==> src/include/floor_logic_params.svh <==
`ifndef FLOOR_LOGIC_PARAMS_SVH
`define FLOOR_LOGIC_PARAMS_SVH

////////////////////////////////////////////////////////////
// Building geometry
////////////////////////////////////////////////////////////

// Floors served, first floor is code 0
`define NUM_FLOORS 11

// Floor code and elevator state code widths
`define FLOOR_W 4
`define STATE_W 6

////////////////////////////////////////////////////////////
// Elevator state machine encoding
////////////////////////////////////////////////////////////

// State codes below this are the per-floor stop states
`define STOP_STATE_LIMIT 11

// Selector code shown while emergency is held
`define EMERGENCY_SELECT 4'hF

`endif

==> src/hdl/floor_logic_pkg.sv <==
`default_nettype none

`include "floor_logic_params.svh"

package floor_logic_pkg;

    // Floor code, 0 is the first floor
    typedef logic [`FLOOR_W-1:0] floor_t;

    // State code of the external elevator FSM
    typedef logic [`STATE_W-1:0] elev_state_t;

    // One bit per floor, for buttons and lights
    typedef logic [`NUM_FLOORS-1:0] button_vec_t;

    // Request stack storage, slot view for push and flat view for clear
    typedef union packed {
        floor_t [`NUM_FLOORS-1:0]            slot;
        logic [`NUM_FLOORS*`FLOOR_W-1:0]     flat;
    } floor_stack_u;

endpackage

`default_nettype wire

==> src/hdl/request_latch.sv <==
`timescale 1ns/1ps
`default_nettype none

`include "floor_logic_params.svh"

module request_latch (
    input  wire                           clock,
    input  wire                           reset_n,
    input  wire floor_logic_pkg::button_vec_t floor_call_buttons,
    input  wire floor_logic_pkg::button_vec_t panel_buttons,
    input  wire floor_logic_pkg::floor_t  current_floor_state,
    input  wire                           flush,
    input  wire                           served,
    input  wire                           full,
    output logic                          push,
    output floor_logic_pkg::floor_t       push_floor,
    output floor_logic_pkg::button_vec_t  call_button_lights,
    output floor_logic_pkg::button_vec_t  panel_button_lights
);

    floor_logic_pkg::button_vec_t here_mask;
    floor_logic_pkg::button_vec_t panel_ok;
    floor_logic_pkg::button_vec_t call_ok;
    floor_logic_pkg::button_vec_t pick_mask;
    floor_logic_pkg::button_vec_t served_mask;
    floor_logic_pkg::floor_t      pick_floor;
    logic                         pick_valid;
    logic                         pick_panel;

    ////////////////////////////////////////////////////////////
    // Request arbitration
    ////////////////////////////////////////////////////////////

    // Car already at this floor, so its buttons are ignored
    assign here_mask = floor_logic_pkg::button_vec_t'(1) << current_floor_state;

    assign panel_ok = panel_buttons & ~panel_button_lights & ~here_mask;
    assign call_ok  = floor_call_buttons & ~call_button_lights & ~here_mask;

    // Scan from the top down so the lowest floor wins, panel scanned last
    always_comb begin
        pick_valid = 1'b0;
        pick_panel = 1'b0;
        pick_floor = '0;
        for (int i = `NUM_FLOORS - 1; i >= 0; i--) begin
            if (call_ok[i]) begin
                pick_valid = 1'b1;
                pick_floor = floor_logic_pkg::floor_t'(i);
            end
        end
        for (int i = `NUM_FLOORS - 1; i >= 0; i--) begin
            if (panel_ok[i]) begin
                pick_valid = 1'b1;
                pick_panel = 1'b1;
                pick_floor = floor_logic_pkg::floor_t'(i);
            end
        end
    end

    // Only accepted when the stack has room
    assign push       = pick_valid && !flush && !full;
    assign push_floor = pick_floor;

    ////////////////////////////////////////////////////////////
    // Request lights
    ////////////////////////////////////////////////////////////

    assign pick_mask   = push ? (floor_logic_pkg::button_vec_t'(1) << pick_floor) : '0;
    assign served_mask = served ? here_mask : '0;

    always_ff @(posedge clock or negedge reset_n) begin
        if (!reset_n) begin
            call_button_lights  <= '0;
            panel_button_lights <= '0;
        end else if (flush) begin
            call_button_lights  <= '0;
            panel_button_lights <= '0;
        end else begin
            call_button_lights  <= (call_button_lights & ~served_mask)
                                 | (pick_panel ? '0 : pick_mask);
            panel_button_lights <= (panel_button_lights & ~served_mask)
                                 | (pick_panel ? pick_mask : '0);
        end
    end

endmodule

`default_nettype wire

==> src/hdl/request_stack.sv <==
`timescale 1ns/1ps
`default_nettype none

`include "floor_logic_params.svh"

module request_stack (
    input  wire                          clock,
    input  wire                          reset_n,
    input  wire                          flush,
    input  wire                          push,
    input  wire floor_logic_pkg::floor_t push_floor,
    input  wire                          pop,
    output floor_logic_pkg::floor_t      top_floor,
    output logic                         empty,
    output logic                         full
);

    localparam int DEPTH_W = $clog2(`NUM_FLOORS + 1);

    floor_logic_pkg::floor_stack_u stack_q;
    logic [DEPTH_W-1:0]            depth;
    logic [DEPTH_W-1:0]            wr_idx;

    ////////////////////////////////////////////////////////////
    // Occupancy
    ////////////////////////////////////////////////////////////

    assign empty = (depth == '0);
    assign full  = (depth == DEPTH_W'(`NUM_FLOORS));

    // Depth only moves on a lone push or a lone pop
    always_ff @(posedge clock or negedge reset_n) begin
        if (!reset_n) begin
            depth <= '0;
        end else if (flush) begin
            depth <= '0;
        end else if (push && !pop) begin
            depth <= depth + 1'b1;
        end else if (pop && !push) begin
            depth <= depth - 1'b1;
        end
    end

    ////////////////////////////////////////////////////////////
    // Storage
    ////////////////////////////////////////////////////////////

    // Push with pop overwrites the top slot in place
    assign wr_idx = pop ? depth - 1'b1 : depth;

    always_ff @(posedge clock) begin
        if (flush) begin
            stack_q.flat <= '0;
        end else if (push) begin
            stack_q.slot[wr_idx] <= push_floor;
        end
    end

    // Newest entry, first floor when nothing is queued
    assign top_floor = empty ? '0 : stack_q.slot[depth - 1'b1];

endmodule

`default_nettype wire

==> src/hdl/stop_dispatch.sv <==
`timescale 1ns/1ps
`default_nettype none

`include "floor_logic_params.svh"

module stop_dispatch (
    input  wire                              clock,
    input  wire                              reset_n,
    input  wire                              emergency_btn,
    input  wire                              power_switch,
    input  wire                              door_open_btn,
    input  wire                              door_close_btn,
    input  wire floor_logic_pkg::floor_t     current_floor_state,
    input  wire floor_logic_pkg::elev_state_t elevator_state,
    input  wire floor_logic_pkg::floor_t     top_floor,
    input  wire                              empty,
    output logic                             flush,
    output logic                             pop,
    output logic                             served,
    output floor_logic_pkg::floor_t          elevator_floor_selector,
    output logic                             direction_selector,
    output logic                             activate_elevator,
    output logic                             door_open_allowed,
    output logic                             door_close_allowed
);

    logic                    is_stop;
    logic                    at_target;
    logic                    ready;
    floor_logic_pkg::floor_t last_target;

    ////////////////////////////////////////////////////////////
    // State decode and flush
    ////////////////////////////////////////////////////////////

    // Stop states come first in the FSM encoding, one per floor
    assign is_stop = (elevator_state < `STOP_STATE_LIMIT);

    assign flush = !power_switch || emergency_btn;

    ////////////////////////////////////////////////////////////
    // Dispatch
    ////////////////////////////////////////////////////////////

    assign at_target = (top_floor == current_floor_state);
    assign ready     = !flush && !empty && is_stop;

    // Stopped away from the target, so send the car
    assign activate_elevator = ready && !at_target;

    // Stopped at the target, so retire the request
    assign pop    = ready && at_target;
    assign served = pop;

    always_ff @(posedge clock or negedge reset_n) begin
        if (!reset_n) begin
            direction_selector <= 1'b1;
            last_target        <= '0;
        end else begin
            if (activate_elevator) begin
                // Up when the target is above, down otherwise
                direction_selector <= (top_floor > current_floor_state);
            end
            if (!empty) begin
                last_target <= top_floor;
            end
        end
    end

    // Keep showing the last target once the stack drains
    always_comb begin
        if (emergency_btn) begin
            elevator_floor_selector = `EMERGENCY_SELECT;
        end else if (!empty) begin
            elevator_floor_selector = top_floor;
        end else begin
            elevator_floor_selector = last_target;
        end
    end

    ////////////////////////////////////////////////////////////
    // Doors
    ////////////////////////////////////////////////////////////

    assign door_open_allowed  = is_stop && power_switch && door_open_btn;
    assign door_close_allowed = is_stop && power_switch && door_close_btn;

endmodule

`default_nettype wire

==> src/hdl/floor_logic_control_unit.sv <==
`timescale 1ns/1ps
`default_nettype none

module floor_logic_control_unit (
    input  wire                               clock,
    input  wire                               reset_n,
    input  wire floor_logic_pkg::button_vec_t floor_call_buttons,
    input  wire floor_logic_pkg::button_vec_t panel_buttons,
    input  wire                               door_open_btn,
    input  wire                               door_close_btn,
    input  wire                               emergency_btn,
    input  wire                               power_switch,
    input  wire floor_logic_pkg::floor_t      current_floor_state,
    input  wire floor_logic_pkg::elev_state_t elevator_state,
    output wire floor_logic_pkg::floor_t      elevator_floor_selector,
    output wire                               direction_selector,
    output wire                               activate_elevator,
    output wire floor_logic_pkg::button_vec_t call_button_lights,
    output wire floor_logic_pkg::button_vec_t panel_button_lights,
    output wire                               door_open_allowed,
    output wire                               door_close_allowed
);

    // Request path
    logic                    flush;
    logic                    push;
    floor_logic_pkg::floor_t push_floor;
    logic                    full;

    // Service path
    logic                    empty;
    floor_logic_pkg::floor_t top_floor;
    logic                    pop;
    logic                    served;

    request_latch u_request_latch (
        .clock               (clock),
        .reset_n             (reset_n),
        .floor_call_buttons  (floor_call_buttons),
        .panel_buttons       (panel_buttons),
        .current_floor_state (current_floor_state),
        .flush               (flush),
        .served              (served),
        .full                (full),
        .push                (push),
        .push_floor          (push_floor),
        .call_button_lights  (call_button_lights),
        .panel_button_lights (panel_button_lights)
    );

    request_stack u_request_stack (
        .clock      (clock),
        .reset_n    (reset_n),
        .flush      (flush),
        .push       (push),
        .push_floor (push_floor),
        .pop        (pop),
        .top_floor  (top_floor),
        .empty      (empty),
        .full       (full)
    );

    stop_dispatch u_stop_dispatch (
        .clock                   (clock),
        .reset_n                 (reset_n),
        .emergency_btn           (emergency_btn),
        .power_switch            (power_switch),
        .door_open_btn           (door_open_btn),
        .door_close_btn          (door_close_btn),
        .current_floor_state     (current_floor_state),
        .elevator_state          (elevator_state),
        .top_floor               (top_floor),
        .empty                   (empty),
        .flush                   (flush),
        .pop                     (pop),
        .served                  (served),
        .elevator_floor_selector (elevator_floor_selector),
        .direction_selector      (direction_selector),
        .activate_elevator       (activate_elevator),
        .door_open_allowed       (door_open_allowed),
        .door_close_allowed      (door_close_allowed)
    );

endmodule

`default_nettype wire

==> config.mk <==
export PLATFORM = sky130hd
export DESIGN_NAME = floor_logic_control_unit
export DESIGN_NICKNAME = d
export VERILOG_FILES = /design/src/hdl/floor_logic_pkg.sv /design/src/hdl/request_latch.sv /design/src/hdl/request_stack.sv /design/src/hdl/stop_dispatch.sv /design/src/hdl/floor_logic_control_unit.sv
export VERILOG_INCLUDE_DIRS = /design/src /design/src/include
export SDC_FILE = /design/constraint.sdc
export NUM_CORES = 1
export LEC_CHECK = 0
export BUFFER_PORTS_ARGS = -buffer_cell sky130_fd_sc_hd__buf_2
export CAP_MARGIN = 20
export CORE_MARGIN = 4
export CORE_UTILIZATION = 50
export CTS_CLUSTER_SIZE = 20
export DETAILED_ROUTE_END_ITERATION = 8
export PLACE_DENSITY = 0.74
export SYNTH_ARGS = -nofsm -noshare
export SYNTH_HDL_FRONTEND = slang
export SYNTH_HIERARCHICAL = 1
export SYNTH_SLANG_ARGS = --single-unit
==> constraint.sdc <==
create_clock -name clock -period 10.95 [get_ports clock]
set_clock_uncertainty 0.05 [all_clocks]
set_input_delay 1.095 -clock clock [delete_from_list [all_inputs] [get_ports clock]]
set_output_delay 1.095 -clock clock [all_outputs]
set_load 0.02 [all_outputs]
==> flow_metrics.env, run 1 <==
export IMPL_setup_viol=0
export IMPL_fin_nets=590
export IMPL_drv_cap=0
export IMPL_yosysWarnings=6
export IMPL_rsz0062_at_grt="false"
export IMPL_ys_ff_latch=75
export IMPL_fp_row_count=35
export IMPL_synth_area_leaders="dfxtp_1, dfrtp_1, mux2i_1, nand2b_1, mux4_2"
export IMPL_routed_wl_um=12400
export IMPL_dieHeight_um=106
export IMPL_gp_congestion=0.880
export IMPL_slew_headroom=0.425
export IMPL_syn_inst=494
export IMPL_fmax_ghz=0.206
export IMPL_synth_area_um2=4780
export IMPL_period_needed_ns=4.85
export IMPL_layout_drive_gt1_share=0.252
export IMPL_multi_input_area_um2=2900
export IMPL_setup_tns_ns=0
export IMPL_ir_worst_vdd_mv=0.0808
export IMPL_cts_clk_slew_worst_paths_ns=0.07
export IMPL_hold_viol_final=0
export IMPL_synth_edf_count=0
export IMPL_vias_per_cell=5.92
export IMPL_avgSynthCellArea_um2=9.67
export IMPL_async_reset_ff_frac=0.413
export IMPL_power_density_nw_per_um2=104
export IMPL_ys_flop_type="dfxtp_1"
export IMPL_seq_area_frac_synth=0.347
export IMPL_port_buffers=67
export IMPL_area_delta_synth_final_pct=11.7
export IMPL_drc=0
export IMPL_grt_pass1_vias=4011
export IMPL_ios=68
export IMPL_worst_pin_slew_ns=0.860
export IMPL_synth_top_area_frac=0.184
export IMPL_first_iter_violations=271
export IMPL_status="finished, final reports clean"
export IMPL_post_cts_buffers=0
export IMPL_start_util=0.514
export IMPL_cts_buffers=9
export IMPL_antenna_found_initial=0
export IMPL_yosysMostFrequentCell="nand2b_1"
export IMPL_endpoint_kind="output pin"
export IMPL_num_vias=4027
export IMPL_grt_use_total=0.229
export IMPL_antennaDiodeCount=0
export IMPL_grt_pass1_wl_um=20500
export IMPL_die_area_um2=11200
export IMPL_clock_path_buffers=2
export IMPL_cp_max_fo=29
export IMPL_htree_levels=3
export IMPL_ys_types=81
export IMPL_dr_pass1_iters=5
export IMPL_grt_overflow=0
export IMPL_synth_fp_nets=538
export IMPL_root_buffer="clkbuf_8"
export IMPL_cts_tree="built"
export IMPL_die_w_um=106
export IMPL_crit_required_ns=9.81
export IMPL_hp_class="reg -> reg"
export IMPL_yosys_area_top_type="dfxtp_1"
export IMPL_cts_hold_buffers=0
export IMPL_leakage_nw=2.36
export IMPL_dp_slack_ns=6.28
export IMPL_slew_viol_final=0
export IMPL_crit_path_start_kind="flop"
export IMPL_final_period_utilization=0.443
export IMPL_fill_cells=831
export IMPL_path_class="reg -> out"
export IMPL_fin_ws_ns=6.10
export IMPL_cts_sinks=75
export IMPL_cp_arrival_ns=3.70
export IMPL_synth_common_cells="nand2b_1, mux2i_1, dfxtp_1"
export IMPL_regArea_um2=1660
export IMPL_grt_max_degree=65
export IMPL_cts_resized_gates=0
export IMPL_ant_nets=0
export IMPL_dp_hpwl_um=9080
export IMPL_post_drt_wl_per_cell_um=18.3
export IMPL_placeableCoreArea_um2=9280
export IMPL_clk_latency_ns=0.36
## cells in the final DEF (no fill, tap or decap), types with 5 or more instances in the layout
cell type,synthesis,routed
nand2b_1,60,60
nand3b_1,8,8
a21oi_1,9,9
dfrtp_1,30,30
nor3b_1,5,5
or2_2,5,5
clkbuf_8,0,10
ha_1,6,6
nor2_1,15,15
mux2i_1,48,48
o21ai_0,9,9
inv_1,20,20
mux2_2,7,7
o22ai_1,8,8
o31ai_1,15,15
nand2_1,39,39
a31oi_1,10,10
nor2b_1,12,12
o21ai_2,5,5
mux4_2,8,8
dfxtp_1,44,44
buf_2,7,67
## sequential cells by signal, summed over array words and instances (netlist names)
name and cells:
u_stop_dispatch/direction_selector 1, u_request_latch/call_button_lights 11, u_request_latch/panel_button_lights 11, u_request_stack/stack_q 44, u_stop_dispatch/last_target 4, u_request_stack/depth 4
## power by group
group	total [W]	switching, W	internal (W)
sequential	0.000278	0.00000154	0.000277
clock	0.000199	0.000109	0.0000894
combinational	0.0000773	0.0000486	0.0000287
total	0.000554	0.000159	0.000395
## kinds of logic after synthesis
group,count (synthesis),share of synthesized area
muxes,63,0.155
buffers and inverters,49,0.0466
AOI/OAI and AO/OA,103,0.172
and+or+nand+nor,192,0.253
DFF,75,0.347
xor gates and xnor gates,6,0.0110
adders and majority gates,6,0.0157
## cell type report
type | instances | share of cell area
multi-input combinational | 370 | 0.544
timing repair buffer | 70 | 0.0671
clock buffer | 11 | 0.0265
clock inverter | 5 | 0.00704
inverter | 20 | 0.0141
tap | 129 | 0.0303
sequential | 75 | 0.311
## routing by layer
metal	up-vias	share of wire	wire length [µm]	track usage
met1	1926	0.42	5290	0.298
met5	-	0	0	0
met4	0	0.020	246	0.0823
met3	25	0.077	962	0.0563
met2	164	0.48	5950	0.370
li1	1912	-	-	-
## worst max-delay path: stages, from the launching register on
cell and delay [ns]:
dfrtp_1 0.32, buf_4 0.33, inv_1 0.09, ha_1 0.76
mux4_2 0.60, mux2i_1 0.23, o22ai_1 0.16, ha_1 0.32
nand4_1 0.14, and3_1 0.22, buf_2 0.16
## per-stage QoR
stage	hold slack (ns)	cell area [µm²]	power [W]	std cells	util
2_1_floorplan	0.396	4780	0.000335	494	-
3_3_place_gp	0.409	5150	0.000359	664	0.555
3_5_place_dp	0.416	5150	0.000360	664	0.555
4_1_cts	0.428	5330	0.000556	680	0.574
5_1_grt	0.452	5330	0.000576	680	0.574
6_report	0.431	5330	0.000554	680	0.574
## final timing paths
path,startpoint,end,slack (ns),cells after the start
setup / recovery,u_request_stack/depth[0],activate_elevator,6.10,10
min in group asynchronous,reset_n,u_request_latch/call_button_lights[7],0.72,1
max in group asynchronous,reset_n,u_request_latch/panel_button_lights[3],9.66,1
hold reg to reg,u_request_stack/stack_q[15],u_request_stack/stack_q[15],0.43,2
hold / removal,u_request_stack/stack_q[15],u_request_stack/stack_q[15],0.43,2
setup reg to reg,u_request_stack/depth[0],u_request_stack/stack_q[31],6.21,14
(Power assumes the default switching activity.)
==> run 2, diff against run 1 <==
Settings changed: PLACE_DENSITY 0.74 to 0.77.
Clock period 10.95 ns to 4.28 ns, I/O delays scaled along.
==> run 2 against run 1 <==
Via count grew 0.42%. Critical endpoint is now u_request_stack/stack_q[30]. Worst setup slack lost 5.9 ns. Sequential share of layout area shrank 0.56 points. Clock power grew to 3.1 times the previous value. Sequential cell count is the same. Routed wire length grew 0.84%. Register-to-register slack lost 6.0 ns. First-iteration DRC count shrank 13%. Power grew to 2.7 times the previous value. Largest power group unchanged. Global-route usage shrank 0.37 points. Worst hold slack lost 0.37 ns.
==> flow_metrics.env, run 2 (synthesis gave the netlist of run 1 again) <==
export IMPL_period_needed_ns=4.08
export IMPL_antennaDiodeCount=0
export IMPL_final_cell_mix="buf_2, nand2b_1, mux2i_1, dfxtp_1, nand2_1"
export IMPL_largest_reg_flops=44
export IMPL_crit_path_start_kind="flop"
export IMPL_antenna_found_initial=0
export IMPL_crit_required_ns=4.43
export IMPL_worst_pin_slew_ns=0.718
export IMPL_path_class="reg -> reg"
export IMPL_hp_class="in -> async"
export IMPL_leakage_nw=2.41
export IMPL_hold_slack_ns=0.0617
export IMPL_cts_clk_slew_worst_paths_ns=0.09
export IMPL_final_common_cell="buf_2"
export IMPL_grt_pass1_vias=4074
export IMPL_clk_latency_ns=0.36
export IMPL_routed_wl_um=12600
export IMPL_num_vias=4044
export IMPL_cts_hold_buffers=0
export IMPL_grt_max_degree=64
export IMPL_cts_buffers=9
export IMPL_dp_hpwl_um=9150
export IMPL_power_density_nw_per_um2=280
export IMPL_top_register="u_request_stack/stack_q"
export IMPL_fp_row_count=35
export IMPL_clock_path_buffers=2
export IMPL_multi_input_area_um2=2900
export IMPL_ios=68
export IMPL_dr_pass1_iters=5
export IMPL_ant_nets=0
export IMPL_grt_overflow=0
export IMPL_fill_cells=824
export IMPL_htree_levels=3
export IMPL_first_iter_violations=236
export IMPL_setup_viol=0
export IMPL_post_drt_wl_per_cell_um=18.3
export IMPL_final_period_utilization=0.953
export IMPL_rsz0062_at_grt="false"
export IMPL_root_buffer="clkbuf_8"
export IMPL_r2r_cells=13
export IMPL_regArea_um2=1660
export IMPL_start_util=0.514
export IMPL_ir_worst_vdd_mv=0.121
export IMPL_setup_tns_ns=0
export IMPL_cp_max_fo=23
export IMPL_hold_viol_final=0
export IMPL_placeableCoreArea_um2=9280
export IMPL_drc=0
export IMPL_vias_per_cell=5.90
export IMPL_die_w_um=106
export IMPL_grt_use_total=0.225
export IMPL_drv_cap=0
export IMPL_endpoint_kind="flop"
export IMPL_layout_drive_gt1_share=0.263
export IMPL_cp_arrival_ns=4.23
export IMPL_largestRegisters="u_request_stack/stack_q x44, u_request_latch/call_button_lights x11, u_request_latch/panel_button_lights x11"
export IMPL_dieHeight_um=106
export IMPL_cts_tree="built"
export IMPL_rr_endpoint="u_request_stack/stack_q[30]"
export IMPL_fmax_ghz=0.245
export IMPL_fin_nets=595
export IMPL_status="finished, final reports clean"
export IMPL_dp_cells=669
export IMPL_timing_rr_start="u_request_stack/depth[1]"
export IMPL_r2r_slack_ns=0.20
export IMPL_fin_total_pwr_w=0.00152
export IMPL_grt_pass1_wl_um=20300
export IMPL_postLayoutCoreUtil=0.585
export IMPL_area_delta_synth_final_pct=13.7
export IMPL_cts_sinks=75
export IMPL_die_area_um2=11200
export IMPL_fin_cells=685
export IMPL_gp_congestion=0.915
export IMPL_slew_viol_final=0
export IMPL_port_buffers=67
export IMPL_slew_headroom=0.521
run 2: where the power goes:
group	internal, W	leakage, nW	switching [W]
registers	0.000708	0.782	0.00000356
clock network	0.000315	0.111	0.000295
logic	0.0000751	1.52	0.000124
total	0.00110	2.41	0.000423
run 2: layout make-up:
class / instances / share of cell area
Inverter: 20 / 0.0138
Clock buffer: 10 / 0.0274
Timing Repair Buffer: 75 / 0.0751
Tap cell: 129 / 0.0297
Clock inverter: 6 / 0.0138
Sequential cell: 75 / 0.305
Multi-Input combinational cell: 370 / 0.535
run 2: per-stage QoR:
stage / setup slack (ns) / instance area, µm²
after floorplan: 0.0917 / 4780
after global placement: 0.413 / 5200
after detailed placement: 0.252 / 5200
after CTS: 0.202 / 5430
after global routing: 0.0233 / 5430
final: 0.200 / 5430
run 2: what timing repair did:
action / in CTS / in global routing
setup endpoints to repair: 0 / 1
setup buffers: 0 / 0
gates resized for setup: 0 / 1
hold endpoints to repair: 0 / 0
run 2: routing by layer:
layer / wire length [µm] / global-route usage / up-vias
met5: 0 / 0 / -
met1: 5390 / 0.282 / 1942
li1: - / - / 1918
met3: 788 / 0.0337 / 26
met2: 6090 / 0.388 / 158
met4: 283 / 0.0916 / 0
run 2: critical path, stage by stage, from the launching register on:
cell      delay [ns]
dfrtp_1         0.40
buf_4           0.18
nor3_2          0.29
xor2_1          0.47
mux2i_1         0.36
o22ai_1         0.19
ha_1            0.33
nand4_1         0.17
nor4b_2         0.39
buf_12          0.20
nand3b_1        0.12
o32ai_2         0.35
nand2_1         0.24
mux2i_1         0.18
run 2: how the worst max path moves through the flow:
| stage | startpoint | endpoint | slack (ns) | cells after the start |
|---|---|---|---|---|
| floorplan | u_request_stack/depth[0] | u_request_stack/stack_q[19] | 0.09 | 18 |
| global placement | u_request_stack/depth[0] | u_request_stack/stack_q[22] | 0.41 | 13 |
| detailed placement | u_request_stack/depth[0] | u_request_stack/stack_q[30] | 0.25 | 13 |
| CTS | u_request_stack/depth[0] | u_request_stack/stack_q[30] | 0.20 | 14 |
| global route | u_request_stack/depth[1] | u_request_stack/stack_q[30] | 0.02 | 13 |
| finish | u_request_stack/depth[1] | u_request_stack/stack_q[30] | 0.20 | 13 |
==> run 3, diff against run 2 <==
Settings changed: CORE_ASPECT_RATIO from default to 1.1, SETUP_SLACK_MARGIN from default to 0.05.
==> run 3 against run 2 <==
Combinational power is essentially flat. Global-route usage is essentially flat. Largest power group unchanged. Critical path depth grew 1. Sequential cell count is the same. Worst hold slack gained 0.0053 ns. Core utilization shrank 0.94 points. Clock power shrank 5.2%. Sequential power is essentially flat. Register-to-register slack gained 0.17 ns. First-iteration DRC count shrank 15%. Via count shrank 0.62%. Largest cell class unchanged.
==> flow_metrics.env, run 3 (synthesis gave the netlist of run 1 again) <==
export IMPL_largestRegisters="u_request_stack/stack_q x44, u_request_latch/call_button_lights x11, u_request_latch/panel_button_lights x11"
export IMPL_final_period_utilization=0.914
export IMPL_hp_class="in -> async"
export IMPL_fin_cells=673
export IMPL_post_cts_buffers=0
export IMPL_setup_viol=0
export IMPL_path_class="reg -> reg"
export IMPL_dr_pass1_iters=7
export IMPL_die_w_um=101
export IMPL_rsz0062_at_grt="false"
export IMPL_ant_nets=0
export IMPL_clk_latency_ns=0.35
export IMPL_worst_pin_slew_ns=0.724
export IMPL_htree_levels=3
export IMPL_layout_drive_gt1_share=0.261
export IMPL_r2r_slack_ns=0.37
export IMPL_cts_buffers=9
export IMPL_slew_headroom=0.518
export IMPL_num_vias=4019
export IMPL_cts_tree="built"
export IMPL_clock_path_buffers=2
export IMPL_fmax_ghz=0.256
export IMPL_dp_hpwl_um=9270
export IMPL_start_util=0.511
export IMPL_die_area_um2=11200
export IMPL_final_cell_mix="buf_2, nand2b_1, mux2i_1, dfxtp_1, nand2_1"
export IMPL_postLayoutCoreUtil=0.575
export IMPL_antennaDiodeCount=0
export IMPL_post_drt_wl_per_cell_um=18.5
export IMPL_dp_cells=657
export IMPL_regArea_um2=1660
export IMPL_met1_usage=0.292
export IMPL_cts_hold_buffers=0
export IMPL_top_register="u_request_stack/stack_q"
export IMPL_vias_per_cell=5.97
export IMPL_hold_viol_final=0
export IMPL_ios=68
export IMPL_crit_required_ns=4.44
export IMPL_dieHeight_um=111
export IMPL_root_buffer="clkbuf_8"
export IMPL_grt_busiest_layer="met2"
export IMPL_drc=0
export IMPL_final_common_cell="buf_2"
export IMPL_area_delta_synth_final_pct=12.7
export IMPL_status="finished, final reports clean"
export IMPL_grt_use_met3=0.0272
export IMPL_multi_input_area_um2=2900
export IMPL_grt_max_degree=64
export IMPL_cts_resized_gates=0
export IMPL_placeableCoreArea_um2=9350
export IMPL_fp_row_count=37
export IMPL_grt_pass1_vias=4013
export IMPL_routed_wl_um=12400
export IMPL_gp_congestion=0.898
export IMPL_fill_cells=817
export IMPL_crit_path_start_kind="flop"
export IMPL_cts_clk_slew_worst_paths_ns=0.09
export IMPL_endpoint_kind="flop"
export IMPL_fin_nets=595
export IMPL_ir_worst_vdd_mv=0.183
export IMPL_port_buffers=67
export IMPL_cp_max_fo=23
export IMPL_cts_sinks=75
export IMPL_period_needed_ns=3.91
export IMPL_grt_overflow=0
export IMPL_grt_pass1_wl_um=20400
export IMPL_drv_cap=0
export IMPL_leakage_nw=2.41
export IMPL_grt_use_total=0.225
export IMPL_cp_arrival_ns=4.07
export IMPL_power_density_nw_per_um2=277
export IMPL_first_iter_violations=200
export IMPL_largest_reg_flops=44
export IMPL_slew_viol_final=0
export IMPL_setup_tns_ns=0
export IMPL_antenna_found_initial=0
export IMPL_grt_util_met2=0.373
==> run 3: layout make-up <==
type	instances	area share
tap	117	0.0272
multi-input combinational	370	0.539
clock buffer	10	0.0256
inverter	20	0.0140
sequential	75	0.308
clock inverter	6	0.0126
timing repair buffer	75	0.0735
==> run 3: worst paths after layout <==
path	to	cells after the start	start
worst max register to register	u_request_stack/stack_q[27]	14	u_request_stack/depth[1]
max in group asynchronous	u_request_latch/call_button_lights[0]	1	reset_n
worst min-delay path	u_request_latch/call_button_lights[7]	1	reset_n
worst min register to register	u_request_stack/stack_q[35]	2	u_request_stack/stack_q[35]
worst max-delay path	u_request_stack/stack_q[27]	14	u_request_stack/depth[1]
min in group clock	u_stop_dispatch/direction_selector	4	elevator_state[5]
==> run 3: metal layers <==
metal  part of all wire  up-vias  wire (µm)
met4              0.023        0        286
met5                  0        -          0
met3              0.053       22        659
met1               0.43     1943       5390
met2               0.49      132       6100
li1                   -     1922          -
==> run 3: critical path, stage by stage, from the launching register on <==
cell and delay, ns:
dfrtp_1 0.38, inv_1 0.05, ha_1 0.49, mux4_2 0.55
mux2i_1 0.20, o22ai_1 0.12, inv_1 0.11, ha_1 0.23
nand4_1 0.14, nor4b_2 0.07, buf_4 0.21, or3b_2 0.50
a21boi_2 0.27, nand2_1 0.24, mux2i_1 0.17
==> run 3: stage by stage <==
step                hold WS [ns]  worst slack (ns)  cell area (µm²)  power (W)
CTS                       0.0728             0.387             5380    0.00150
global route               0.112             0.114             5380    0.00155
global placement           0.406             0.489             5180   0.000921
finish                    0.0670             0.369             5380    0.00149
floorplan                 0.0824            0.0917             4780   0.000858
detailed placement         0.418             0.390             5180   0.000924
==> run 3: power breakdown <==
group | switching, W | leakage (nW) | internal (W)
Clock | 0.000287 | 0.108 | 0.000291
Combinational | 0.000125 | 1.52 | 0.0000753
Sequential | 0.00000330 | 0.782 | 0.000708
Total | 0.000415 | 2.41 | 0.00107
